File: config.mk
export PLATFORM = sky130hd
export DESIGN_NAME = rvvi_bridge
export DESIGN_NICKNAME = d
export VERILOG_FILES = /design/src/source/rvfi_pkg.sv /design/src/source/rvvi_pkg.sv /design/src/source/gpr_wb_decoder.sv /design/src/source/csr_wb_decoder.sv /design/src/source/trace_packer.sv /design/src/source/rvvi_bridge.sv
export VERILOG_INCLUDE_DIRS = /design/src /design/src/source
export SDC_FILE = /design/constraint.sdc
export NUM_CORES = 1
export LEC_CHECK = 0
export BUFFER_PORTS_ARGS = -buffer_cell sky130_fd_sc_hd__buf_2
export CAP_MARGIN = 20
export CORE_ASPECT_RATIO = 1.2
export CORE_MARGIN = 5
export CORE_UTILIZATION = 38
export CTS_BUF_LIST = sky130_fd_sc_hd__clkbuf_4
export DETAILED_ROUTE_END_ITERATION = 10
export PLACE_DENSITY = 0.75
export SYNTH_ARGS = -nofsm -noshare
export SYNTH_HDL_FRONTEND = slang
export SYNTH_SLANG_ARGS = --single-unit
File: constraint.sdc
create_clock -name clk_i -period 12 [get_ports clk_i]
set_input_delay 0.6 -clock clk_i [delete_from_list [all_inputs] [get_ports clk_i]]
set_output_delay 0.6 -clock clk_i [all_outputs]
set_load 0.02 [all_outputs]
File: src/source/rvvi_bridge_config.svh
// Width and size macros for the trace bridge, included by the packages and the RTL that sizes ports
`ifndef RVVI_BRIDGE_CONFIG_SVH
`define RVVI_BRIDGE_CONFIG_SVH

////////////////////////////////////////////////////////////////////////////
// Architecture widths
////////////////////////////////////////////////////////////////////////////

// Data and address width, RV32 only
`define RVVI_XLEN 32

// Machine CSRs tracked by the bridge
`define RVVI_NUM_CSR 10

////////////////////////////////////////////////////////////////////////////
// Trace bookkeeping
////////////////////////////////////////////////////////////////////////////

// Retirement order counter
`define RVVI_ORDER_W 64

`endif

File: src/source/rvfi_pkg.sv
// Types of the RVFI-style retirement record that the core hands to the trace bridge
`include "rvvi_bridge_config.svh"

package rvfi_pkg;

    ////////////////////////////////////////////////////////////////////////////
    // Instruction word views
    ////////////////////////////////////////////////////////////////////////////

    // SYSTEM / CSR format, csr field on top
    typedef struct packed {
        logic [11:0] csr;
        logic [4:0]  rs1;
        logic [2:0]  funct3;
        logic [4:0]  rd;
        logic [6:0]  opcode;
    } rvfi_csr_form_t;

    // R-type register format
    typedef struct packed {
        logic [6:0] funct7;
        logic [4:0] rs2;
        logic [4:0] rs1;
        logic [2:0] funct3;
        logic [4:0] rd;
        logic [6:0] opcode;
    } rvfi_reg_form_t;

    // Same 32 bits seen two ways
    typedef union packed {
        rvfi_csr_form_t csr_form;
        rvfi_reg_form_t reg_form;
    } rvfi_insn_u;

    ////////////////////////////////////////////////////////////////////////////
    // Retirement record
    ////////////////////////////////////////////////////////////////////////////

    // One record per retired instruction
    typedef struct packed {
        rvfi_insn_u              insn;
        logic [`RVVI_XLEN-1:0]   pc_rdata;
        logic [`RVVI_XLEN-1:0]   pc_wdata;
        logic [4:0]              rd_addr;
        logic [`RVVI_XLEN-1:0]   rd_wdata;
        logic                    csr_wen;
        logic [`RVVI_XLEN-1:0]   csr_wdata;
        logic                    trap;
        logic                    intr;
        logic                    halt;
        // Privilege mode of the retiring instruction
        logic [1:0]              mode;
    } rvfi_retire_t;

endpackage

File: src/source/rvvi_pkg.sv
// Types of the RVVI-style trace word and the supported machine CSR set
`include "rvvi_bridge_config.svh"

package rvvi_pkg;

    ////////////////////////////////////////////////////////////////////////////
    // Supported CSRs
    ////////////////////////////////////////////////////////////////////////////

    // Bit position inside the one-hot CSR flag word
    typedef enum logic [3:0] {
        CSR_ID_MISA      = 4'd0,
        CSR_ID_MVENDORID = 4'd1,
        CSR_ID_MARCHID   = 4'd2,
        CSR_ID_MIMPID    = 4'd3,
        CSR_ID_MHARTID   = 4'd4,
        CSR_ID_MSTATUS   = 4'd5,
        CSR_ID_MIE       = 4'd6,
        CSR_ID_MTVEC     = 4'd7,
        CSR_ID_MEPC      = 4'd8,
        CSR_ID_MCAUSE    = 4'd9
    } csr_id_e;

    // Architectural addresses
    typedef enum logic [11:0] {
        CSR_MISA      = 12'h301,
        CSR_MVENDORID = 12'hF11,
        CSR_MARCHID   = 12'hF12,
        CSR_MIMPID    = 12'hF13,
        CSR_MHARTID   = 12'hF14,
        CSR_MSTATUS   = 12'h300,
        CSR_MIE       = 12'h304,
        CSR_MTVEC     = 12'h305,
        CSR_MEPC      = 12'h341,
        CSR_MCAUSE    = 12'h342
    } csr_addr_e;

    ////////////////////////////////////////////////////////////////////////////
    // Trace word
    ////////////////////////////////////////////////////////////////////////////

    // x1..x31 change flag, bit 0 never set
    typedef struct packed {
        logic [31:0]             x_wb;
        logic [`RVVI_XLEN-1:0]   x_wdata;
    } gpr_wb_t;

    typedef struct packed {
        logic [`RVVI_NUM_CSR-1:0] csr_wb;
        logic [`RVVI_XLEN-1:0]    csr_wdata;
    } csr_wb_t;

    typedef struct packed {
        logic [`RVVI_ORDER_W-1:0] order;
        logic [`RVVI_XLEN-1:0]    insn;
        logic [`RVVI_XLEN-1:0]    pc_rdata;
        logic [`RVVI_XLEN-1:0]    pc_wdata;
        gpr_wb_t                  gpr;
        csr_wb_t                  csr;
        logic                     trap;
        logic                     intr;
        logic                     halt;
        logic [1:0]               mode;
    } rvvi_trace_t;

endpackage

File: src/source/gpr_wb_decoder.sv
// Combinational decode of the register writeback into a one-hot change flag, used by the bridge top
`timescale 1ns/100ps

module gpr_wb_decoder import rvfi_pkg::*, rvvi_pkg::*; (
    // Retirement record from the core
    input  rvfi_retire_t retire_i,

    // Flag word and write value
    output gpr_wb_t      gpr_o
);

    ////////////////////////////////////////////////////////////////////////////
    // Destination select
    ////////////////////////////////////////////////////////////////////////////

    // x0 is hardwired, never a change
    logic        rd_is_x0;
    logic [31:0] rd_onehot;

    assign rd_is_x0 = (retire_i.rd_addr == 5'd0);

    // Shifted single bit at rd
    always_comb begin
        rd_onehot = '0;
        rd_onehot[retire_i.rd_addr] = 1'b1;
    end

    ////////////////////////////////////////////////////////////////////////////
    // Output
    ////////////////////////////////////////////////////////////////////////////

    always_comb begin
        // Default no change
        gpr_o = '0;
        if (!rd_is_x0) begin
            gpr_o.x_wb    = rd_onehot;
            gpr_o.x_wdata = retire_i.rd_wdata;
        end
    end

endmodule

File: src/source/csr_wb_decoder.sv
// Combinational decode of the CSR field into a one-hot flag over the supported machine CSRs
`timescale 1ns/100ps
`include "rvvi_bridge_config.svh"

module csr_wb_decoder import rvfi_pkg::*, rvvi_pkg::*; (
    // Retirement record from the core
    input  rvfi_retire_t retire_i,

    // CSR flag word and write value
    output csr_wb_t      csr_o
);

    ////////////////////////////////////////////////////////////////////////////
    // Address match
    ////////////////////////////////////////////////////////////////////////////

    logic [11:0]              csr_addr;
    csr_id_e                  csr_id;
    logic                     csr_hit;
    logic [`RVVI_NUM_CSR-1:0] csr_onehot;

    // csr field sits in insn[31:20]
    assign csr_addr = retire_i.insn.csr_form.csr;

    // Map address to flag position
    always_comb begin
        csr_id  = CSR_ID_MISA;
        csr_hit = 1'b1;
        case (csr_addr)
            // Machine information
            CSR_MISA:      csr_id = CSR_ID_MISA;
            CSR_MVENDORID: csr_id = CSR_ID_MVENDORID;
            CSR_MARCHID:   csr_id = CSR_ID_MARCHID;
            CSR_MIMPID:    csr_id = CSR_ID_MIMPID;
            CSR_MHARTID:   csr_id = CSR_ID_MHARTID;
            // Trap setup
            CSR_MSTATUS:   csr_id = CSR_ID_MSTATUS;
            CSR_MIE:       csr_id = CSR_ID_MIE;
            CSR_MTVEC:     csr_id = CSR_ID_MTVEC;
            // Trap handling
            CSR_MEPC:      csr_id = CSR_ID_MEPC;
            CSR_MCAUSE:    csr_id = CSR_ID_MCAUSE;
            // Not tracked
            default:       csr_hit = 1'b0;
        endcase
    end

    // Single bit at the matched position
    always_comb begin
        csr_onehot = '0;
        csr_onehot[csr_id] = 1'b1;
    end

    ////////////////////////////////////////////////////////////////////////////
    // Output
    ////////////////////////////////////////////////////////////////////////////

    always_comb begin
        // No write or unknown CSR gives nothing
        csr_o = '0;
        if (retire_i.csr_wen && csr_hit) begin
            csr_o.csr_wb    = csr_onehot;
            csr_o.csr_wdata = retire_i.csr_wdata;
        end
    end

endmodule

File: src/source/trace_packer.sv
// Merges decoder results into the trace word and registers it behind a valid/ready stage
`timescale 1ns/100ps
`include "rvvi_bridge_config.svh"

module trace_packer import rvfi_pkg::*, rvvi_pkg::*; (
    input  logic         clk_i,
    input  logic         arst_n_i,

    // Retirement side
    input  rvfi_retire_t retire_i,
    input  logic         retire_valid_i,
    output logic         retire_ready_o,

    // Decoder results
    input  gpr_wb_t      gpr_i,
    input  csr_wb_t      csr_i,

    // Trace side
    output rvvi_trace_t  trace_o,
    output logic         trace_valid_o,
    input  logic         trace_ready_i
);

    logic                     accept;
    logic                     trace_valid_q;
    logic [`RVVI_ORDER_W-1:0] order_q;
    rvvi_trace_t              trace_d;
    rvvi_trace_t              trace_q;

    ////////////////////////////////////////////////////////////////////////////
    // Handshake
    ////////////////////////////////////////////////////////////////////////////

    // Free slot, or the slot drains this cycle
    assign retire_ready_o = !trace_valid_q || trace_ready_i;
    assign accept         = retire_valid_i && retire_ready_o;

    ////////////////////////////////////////////////////////////////////////////
    // Word assembly
    ////////////////////////////////////////////////////////////////////////////

    always_comb begin
        trace_d.order    = order_q;
        trace_d.insn     = retire_i.insn;
        trace_d.pc_rdata = retire_i.pc_rdata;
        trace_d.pc_wdata = retire_i.pc_wdata;
        trace_d.gpr      = gpr_i;
        trace_d.csr      = csr_i;
        trace_d.trap     = retire_i.trap;
        trace_d.intr     = retire_i.intr;
        trace_d.halt     = retire_i.halt;
        trace_d.mode     = retire_i.mode;
        // Trapped instruction writes nothing back
        if (retire_i.trap) begin
            trace_d.gpr = '0;
            trace_d.csr = '0;
        end
    end

    // Valid flag and order counter
    always_ff @(posedge clk_i or negedge arst_n_i) begin
        if (!arst_n_i) begin
            trace_valid_q <= 1'b0;
            order_q       <= '0;
        end else if (accept) begin
            trace_valid_q <= 1'b1;
            order_q       <= order_q + 1'b1;
        end else if (trace_ready_i) begin
            trace_valid_q <= 1'b0;
        end
    end

    // Payload held until the next accept
    always_ff @(posedge clk_i) begin
        if (accept) begin
            trace_q <= trace_d;
        end
    end

    assign trace_o       = trace_q;
    assign trace_valid_o = trace_valid_q;

endmodule

File: src/source/rvvi_bridge.sv
// Top of the retirement-trace bridge, instantiate between the core's RVFI port and the tracer
`timescale 1ns/100ps

module rvvi_bridge import rvfi_pkg::*, rvvi_pkg::*; (
    input  logic         clk_i,
    input  logic         arst_n_i,

    // RVFI retirement input
    input  rvfi_retire_t retire_i,
    input  logic         retire_valid_i,
    output logic         retire_ready_o,

    // RVVI trace output
    output rvvi_trace_t  trace_o,
    output logic         trace_valid_o,
    input  logic         trace_ready_i
);

    // Decoder results, same cycle as retire_i
    gpr_wb_t gpr_wb;
    csr_wb_t csr_wb;

    gpr_wb_decoder gpr_wb_decoder_inst (
        .retire_i ( retire_i ),
        .gpr_o    ( gpr_wb )
    );

    csr_wb_decoder csr_wb_decoder_inst (
        .retire_i ( retire_i ),
        .csr_o    ( csr_wb )
    );

    // One register stage to the tracer
    trace_packer trace_packer_inst (
        .clk_i          ( clk_i ),
        .arst_n_i       ( arst_n_i ),
        .retire_i       ( retire_i ),
        .retire_valid_i ( retire_valid_i ),
        .retire_ready_o ( retire_ready_o ),
        .gpr_i          ( gpr_wb ),
        .csr_i          ( csr_wb ),
        .trace_o        ( trace_o ),
        .trace_valid_o  ( trace_valid_o ),
        .trace_ready_i  ( trace_ready_i )
    );

endmodule

Word-level counts from Yosys, hierarchy flattened. Cells that the tools add are included. Widths: inputs -> output; s select.

Register bits: 336. Word-level logic and storage cells: 49.

$add $sub $neg: 1. Order comparisons: 4. Equality and inequality tests: 10. Mux-type cells: 8. Bitwise operators: 1. Reductions and logical operators: 11.

Operator list (count): $eq 12x10->1 const B (6); $add 64x1->64 const B (1); $eq 12x12->1 const B (4); $pmux 4 s9 (1); $reduce_or 10->1 (1); $lt 5x6->1 const B (1); $demux 1 s5 (1); $ge 5x1->1 const B (1); $logic_not 5->1 (1); $lt 4x5->1 const B (1); $mux 1 (5); $demux 1 s4 (1); $ge 4x1->1 const B (1); $logic_and 1x1->1 (4); $reduce_or 2->1 (2); $reduce_bool 2->1 (1); $logic_not 1->1 (1); $logic_or 1x1->1 (1); $not 1->1 (1).

Logic depth before layout (Yosys ltp). Gate-level depths: netlist of run 1.

Depth in word-level cells: 6. Depth in mapped cells: 7. Gate-level depth less buffers: 5.

Hierarchy. From an unflattened synthesis of run 1, not the netlist that was laid out.

Cell total of the unflattened synthesis: 894. Area total of the unflattened synthesis: 13213.9 um2.

By module, submodules not included: trace_packer (instances 1, cells each 685, area each 11906.4 um2, seq. area each 9764.4 um2); csr_wb_decoder (instances 1, cells each 121, area each 803.3 um2, seq. area each 0.0 um2); gpr_wb_decoder (instances 1, cells each 88, area each 504.2 um2, seq. area each 0.0 um2).

Worst setup path before layout of run 1. OpenSTA, ideal clock, no wires.

Path kind: input -> register. Start point: input trace_ready_i. End point: register trace_packer_inst.order_q[1]. Library setup time: 0.106 ns. Arrival time: 9.629 ns. Required time: 11.894 ns. Setup slack: 2.265 ns. Cell stages on the path: 4. Cell sequence: nand2b_1 > and2_1 > clkbuf_1 > mux2_2.

Cells in the longest elaborated chain, start to end: 2.

Ends and longest elaborated chain: start: declaration (line rvvi_bridge.sv:16) `input logic trace_ready_i`; $logic_or 1x1->1 (line trace_packer.sv:35) `assign retire_ready_o = !trace_valid_q || trace_ready_i;`; $logic_and 1x1->1 (line trace_packer.sv:36) `assign accept = retire_valid_i && retire_ready_o;`; net trace_packer_inst.accept (line trace_packer.sv:24) `logic accept;`; end signal: assignment (line trace_packer.sv:67) `order_q <= order_q + 1'b1;`; end: declaration (line trace_packer.sv:26) `` logic [`RVVI_ORDER_W-1:0] order_q; ``.

The timed path passes the listed nets, and every way through them passes these cells. A chain may end at the register's enable or synchronous reset.

Final worst setup path of run 1.
Start point: register trace_packer_inst.trace_valid_q (netlist: trace_packer_inst.trace_valid_o). End point: register trace_packer_inst.trace_q (netlist bit trace_packer_inst.trace_o[106]), enable pin.

Cells in the longest elaborated chain, start to end: 3.

Ends and longest elaborated chain: start: declaration (line trace_packer.sv:25) `logic trace_valid_q;`; start signal: assignment (line trace_packer.sv:63) `trace_valid_q <= 1'b0;`; start signal: assignment (line trace_packer.sv:66) `trace_valid_q <= 1'b1;`; start signal: assignment (line trace_packer.sv:69) `trace_valid_q <= 1'b0;`; $logic_not 1->1 (line trace_packer.sv:35); $logic_or 1x1->1 (line trace_packer.sv:35); $logic_and 1x1->1 (line trace_packer.sv:36); end signal: assignment (line trace_packer.sv:76) `trace_q <= trace_d;`; end: declaration (line trace_packer.sv:28) `rvvi_trace_t trace_q;`.

No other way between the ends.

==> flow_metrics.tcl, run 1 <==
set metrics [dict create \
    synth_cells 724 \
    synth-simple-area-share_pct 13.5 \
    finalCriticalPeriod_ns 3.36 \
    cts_buffers 82 \
    htree_num_levels 3 \
    viasPerCell 4.79 \
    status "finished clean" \
    setup_tns_ns 0 \
    cp.required_ns 12.27 \
    core_region_area_mm2 0.0314 \
    gp_congestion 0.821 \
    min_path_cells 1 \
    synth_seq_cells 336 \
    crit_fanout 75 \
    synth_edf_count 271 \
    post-route-period-util_pct 28.0 \
    insertion_delay_ns 0.69 \
    fillCellCount 2712 \
    initial_core_util_pct 38.6 \
    synth-compound-area-share_pct 0.525 \
    grt_pass1_wl_mm 50.1 \
    synthAdderAreaFrac_pct 0.103 \
    powerDensity_mw_per_mm2 155 \
    maxCapViolations 0 \
    area_delta_synth_final_pct 32.4 \
    endpoint "trace_packer_inst.trace_o[106]" \
    dpl_cell_area_mm2 0.0149 \
    async_flop_share_pct 19.3 \
    dr.max_layer_used "met5" \
    cts_tree "yes" \
    wl_met2_mm 16.9 \
    grt_setup_unrepaired "false" \
    wl_met3_mm 2.99 \
    cts-resized-gates 0 \
    clk_pin_slew_worst_paths_ns 0.07 \
    drv_slew 0 \
    multi_input_area_mm2 0.00232 \
    grtUsageTotal_pct 18.2 \
    r2r-end "trace_packer_inst.trace_o[106]" \
    drt_drc_violations_left 0 \
    clockBufferDepth 3 \
    synth-seq-area-share_pct 80.3 \
    layout-drive-gt1-share_pct 45.1 \
    hold-worst-slack_ns 0.0889 \
    die_area_mm2 0.0357 \
    ys_warn_count 0 \
    muxShareOfSynthArea_pct 0.0926 \
    first_pass_iters 4 \
    synth.avg_cell_area_um2 16.8 \
    ctsHoldBuffers 17 \
    synth.distinct_cells 44 \
    die_height_um 206 \
    drt-total-wl_mm 33.7 \
    crit_type "flip-flop to flip-flop" \
    cts_sinks 336 \
    ir_drop_uv 102 \
    rows 71 \
    fmax_mhz 297 \
    hold_path_class "primary input to flip-flop" \
    synthesis.nets 900 \
    r2r_slack_ns 8.64 \
    reg2reg_from "trace_packer_inst.trace_valid_o" \
    wl_met1_mm 12.5 \
    cp-start-kind "flip-flop" \
    antenna_found_initial 5 \
    io_pins 448 \
    synth_top_family_by_area "simple AND/OR/NAND/NOR gates" \
    antenna_left 0 \
    postCtsSetupBuffers 0 \
    hold_violations 0 \
    skew_ns 0.0638 \
    die_x_um 173 \
    setup-violations-final 0 \
    register_area_mm2 0.00976 \
    dp_hpwl_mm 24.4 \
    drt-initial-drc-count 499 \
    cts_root_buf "clkbuf_4" \
    overflow 0 \
    endpoint_kind "flip-flop" \
    synth_ff_type "edfxtp_1" \
    rr_worst_depth 4 \
    synthXorXnorAreaFrac_pct 4.61 \
    route.vias.total 8235 \
    layout.nets 1436 \
    grt_pass1_vias 8359 \
    wl_per_cell_um 19.6 \
    port_buffers 447 \
    critPathLaunch "trace_packer_inst.trace_valid_o" \
    arrival_ns 3.63 \
    stdcell_area_mm2 0.0161 \
    p_leak_nw 7.04 \
    synthesis.area_mm2 0.0122 \
    grt_max_degree 84 \
    relSlewSlack_pct 26.2 \
    worst_slew_pin_slew_ns 1.11 \
]
how the worst min path moves through the flow:
stage / start / end / slack [ns]
6_report: retire_i[79] / trace_packer_inst.trace_o[115] / 0.09
5_1_grt: retire_i[92] / trace_packer_inst.trace_o[128] / 0.007
4_1_cts: retire_i[93] / trace_packer_inst.trace_o[129] / 0.0006
3_5_place_dp: trace_packer_inst.order_q[63] / trace_packer_inst.trace_o[270] / 0.47
3_3_place_gp: trace_packer_inst.order_q[63] / trace_packer_inst.order_q[63] / 0.46
2_1_floorplan: arst_n_i / trace_packer_inst.order_q[0] / 0.30
registers in the layout, indices dropped and copies added, names as in the netlist:
name                             flops
trace_packer_inst.trace_o          271
trace_packer_inst.order_q           64
trace_packer_inst.trace_valid_o      1
critical path: stages, from the launching register on:
cell and delay, ns:
dfrtp_1 0.38, nand2b_1 0.19, and2_4 0.60, buf_4 0.82, buf_4 0.84
stage by stage:
stage / utilization (%) / total power, mW / setup WS (ns) / std cells
detailed placement: 47.3 / 1.59 / 8.30 / 1558
CTS: 51.1 / 2.53 / 8.56 / 1715
floorplan: - / 1.50 / 2.26 / 724
finish: 51.2 / 2.49 / 8.64 / 1720
global route: 51.2 / 2.61 / 8.36 / 1719
global placement: 47.3 / 1.59 / 8.43 / 1558
placed cells by master (no fill, tap or decap), drive strengths merged, types with 2 or more instances in the layout:
| master | Yosys | routed |
|---|---|---|
| inv | 5 | 9 |
| edfxtp | 271 | 271 |
| nand3 | 25 | 25 |
| nand2b | 7 | 7 |
| or4 | 5 | 5 |
| nor3 | 17 | 17 |
| xnor2 | 41 | 41 |
| clkinv | 0 | 18 |
| and4 | 9 | 9 |
| clkbuf | 17 | 115 |
| xor2 | 23 | 23 |
| nor4 | 10 | 10 |
| nand4b | 2 | 2 |
| dfrtp | 65 | 65 |
| nor2b | 3 | 3 |
| bufinv | 0 | 2 |
| diode | 0 | 3 |
| and2 | 44 | 44 |
| nand4 | 28 | 28 |
| o311ai | 2 | 2 |
| buf | 2 | 454 |
| or3 | 4 | 4 |
| nand2 | 32 | 32 |
| or2 | 3 | 3 |
| dlygate4sd3 | 0 | 17 |
| nor2 | 55 | 55 |
| and3 | 40 | 40 |
layer usage:
| metal | up-vias | track usage [%] |
|---|---|---|
| met5 | - | 0 |
| met4 | 6 | 9.35 |
| met3 | 82 | 7.14 |
| met2 | 358 | 29.8 |
| met1 | 3958 | 21.0 |
| li1 | 3831 | - |
logic make-up (layout without fill, tap and decap cells):
family                     after synthesis  after routing
buffers and inverters                   24            616
DFF                                    336            336
muxes                                    1              1
adders and majority gates                1              1
xor gates and xnor gates                64             64
other                                    1              4
and+or+nand+nor                        289            289
AOI/OAI and AO/OA                        8              8
cell usage after synthesis, drive strengths merged (2+ instances only):
library cell / count / area, um2
clkbuf: 17 / 63.8
xor2: 23 / 201
nand3: 25 / 130
nand4b: 2 / 17.5
nor2: 55 / 206
edfxtp: 271 / 8140
dfrtp: 65 / 1630
nand2b: 7 / 43.8
nand2: 32 / 120
buf: 2 / 16.3
or2: 3 / 18.8
and4: 9 / 78.8
or4: 5 / 45.0
o311ai: 2 / 17.5
nor4: 10 / 92.6
xnor2: 41 / 359
nor3: 17 / 100
or3: 4 / 25.0
and3: 40 / 250
inv: 5 / 18.8
and2: 44 / 275
nor2b: 3 / 18.8
nand4: 28 / 175
area by class of cell:
type	instances	share of cell area, %
inverters	5	0.117
clock inverters	25	0.972
repair buffers	471	15.3
multi-input cells	364	14.4
flip-flops and latches	336	60.7
well taps	401	3.12
clock buffers	115	5.36
diodes	3	0.0466
power by group:
part | internal [mW] | switching [mW] | total, mW
logic | 0.0725 | 0.144 | 0.217
clock network | 0.485 | 0.437 | 0.922
registers | 1.33 | 0.0273 | 1.36
Power figures use the tool's default switching activity.
==> run 2: changes to the inputs <==
==> constraint.sdc (replaced) <==
create_clock -name clk_i -period 3.32 [get_ports clk_i]
set_input_delay 0.166 -clock clk_i [delete_from_list [all_inputs] [get_ports clk_i]]
set_output_delay 0.166 -clock clk_i [all_outputs]
set_load 0.02 [all_outputs]
==> run 2 against run 1 <==
Combinational power grew to 4.5 times the previous value. Global-route usage increased by 2.3 points. Core utilization up 5.6 points. Count of clock-buffer cells in the layout is 10 higher. Critical endpoint is now trace_packer_inst.order_q[55]. Clock power increased to 3.8 times the previous value. Largest power group unchanged. Critical path depth increased by 1. Clock skew increased by 0.00096 ns. Worst setup slack worse by 7.7 ns.
==> flow_metrics.tcl, run 2 (synthesis gave the netlist of run 1 again) <==
set metrics [dict create \
    rows 71 \
    layout-drive-gt1-share_pct 40.5 \
    largest_register_ffs 271 \
    cts_tree "yes" \
    initial_core_util_pct 38.6 \
    gp_congestion 0.878 \
    cts_root_buf "clkbuf_4" \
    ir_drop_uv 261 \
    hold_path_class "primary input to flip-flop" \
    worst_slew_pin_slew_ns 1.03 \
    ctsHoldBuffers 180 \
    comb_power_share_pct 10.4 \
    seq_power_share_pct 52.5 \
    fmax_mhz 417 \
    relSlewSlack_pct 30.5 \
    drt-total-wl_mm 37.6 \
    status "finished clean" \
    die_height_um 206 \
    clockBufferDepth 3 \
    final_common_cell "buf_2" \
    postCtsSetupBuffers 0 \
    stdcell_area_mm2 0.0179 \
    grtUsageTotal_pct 20.5 \
    grt_setup_unrepaired "false" \
    layout.nets 1602 \
    layout_common_cells "buf_2, edfxtp_1, dlygate4sd3_1" \
    io_pins 448 \
    crit_type "flip-flop to flip-flop" \
    core_region_area_mm2 0.0314 \
    p_clk_share_pct 37.1 \
    drt-initial-drc-count 721 \
    dp_hpwl_mm 25.5 \
    p_leak_nw 7.78 \
    antenna_left 0 \
    grt_max_degree 109 \
    finalCriticalPeriod_ns 2.40 \
    intPower_mw 7.00 \
    powerDensity_mw_per_mm2 522 \
    clk_pin_slew_worst_paths_ns 0.08 \
    skew_ns 0.0647 \
    cts-resized-gates 0 \
    viasPerCell 4.81 \
    grt_pass1_vias 9456 \
    hold_violations 0 \
    post-route-period-util_pct 72.2 \
    cp.required_ns 3.90 \
    wl_per_cell_um 19.8 \
    overflow 0 \
    htree_num_levels 3 \
    arrival_ns 2.98 \
    area_delta_synth_final_pct 46.9 \
    p_sw_mw 2.32 \
    drt_drc_violations_left 0 \
    port_buffers 447 \
    endpoint_kind "flip-flop" \
    insertion_delay_ns 0.70 \
    dpl_cell_area_mm2 0.0150 \
    setup-violations-final 0 \
    die_x_um 173 \
    switching_share_pct 24.9 \
    place_ws_ns 0.951 \
    first_pass_iters 5 \
    crit_fanout 15 \
    route.vias.total 9133 \
    cts_buffers 84 \
    cp-start-kind "flip-flop" \
    drv_slew 0 \
    grt_pass1_wl_mm 56.3 \
    maxCapViolations 0 \
    setup_tns_ns 0 \
    antenna_found_initial 6 \
    worst_slack_ns 0.922 \
    die_area_mm2 0.0357 \
    cts_sinks 336 \
]
==> run 2: changes by cell type in the layout (fill, tap and decap cells not counted) <==
cell	delta
clkbuf_4	+10
buf_12	+5
bufinv_16	-1
buf_8	-1
clkinv_1	+4
buf_4	-1
buf_2	-1
diode_2	+2
dlygate4sd3_1	+162
==> run 2: layer usage <==
metal	vias to the layer above	track usage, %	part of all wire, %
met2	441	35.1	52
met1	4433	22.8	36
met4	4	10.3	4.0
li1	4160	-	-
met5	-	0	0.061
met3	95	7.32	8.0
==> run 2: final timing paths <==
path | slack, ns | startpoint | endpoint | depth (start not counted)
max reg2reg | 0.92 | trace_packer_inst.order_q[26] | trace_packer_inst.order_q[55] | 5
max in group asynchronous | 2.16 | arst_n_i | trace_packer_inst.order_q[22] | 4
max | 0.92 | trace_packer_inst.order_q[26] | trace_packer_inst.order_q[55] | 5
min in group asynchronous | 0.57 | arst_n_i | trace_packer_inst.order_q[38] | 4
min | 0.15 | retire_i[135] | trace_packer_inst.trace_o[171] | 2
min reg2reg | 0.47 | trace_packer_inst.order_q[63] | trace_packer_inst.order_q[63] | 1
==> run 2: cell type report <==
| type | instances | area (um2) |
|---|---|---|
| Tap cell | 401 | 502 |
| Fill cell | 2442 | 13600 |
| Clock buffer | 125 | 938 |
| Clock inverter | 28 | 141 |
| Sequential cell | 336 | 9760 |
| Timing Repair Buffer | 635 | 4160 |
| Antenna cell | 5 | 12.5 |
| Multi-Input combinational cell | 364 | 2320 |
| Inverter | 5 | 18.8 |
==> run 2: power groups by stage <==
stage	sequential [mW]	clock [mW]	combinational (mW)
floorplan	5.20	0	0.173
global placement	4.97	0	0.776
detailed placement	4.98	0	0.790
CTS	4.90	3.55	0.967
global route	4.92	3.82	1.03
finish	4.90	3.46	0.969
==> run 2: critical path, stage by stage (launching register included) <==
cell     delay [ns]
dfrtp_1        0.44
nand3_2        0.13
or4_4          0.58
nor4_4         0.71
nand3_1        0.22
xnor2_1        0.19
==> run 2: through the flow <==
step                      power (mW)  std cells  hold slack (ns)  util, %
final                           9.33       1899            0.154     56.8
after CTS                       9.42       1894           0.0575     56.7
after detailed placement        5.77       1561            0.209     47.5
after global routing            9.77       1898           0.0904     56.8
after global placement          5.75       1561            0.198     47.5
after floorplan                 5.37        724           -0.130        -
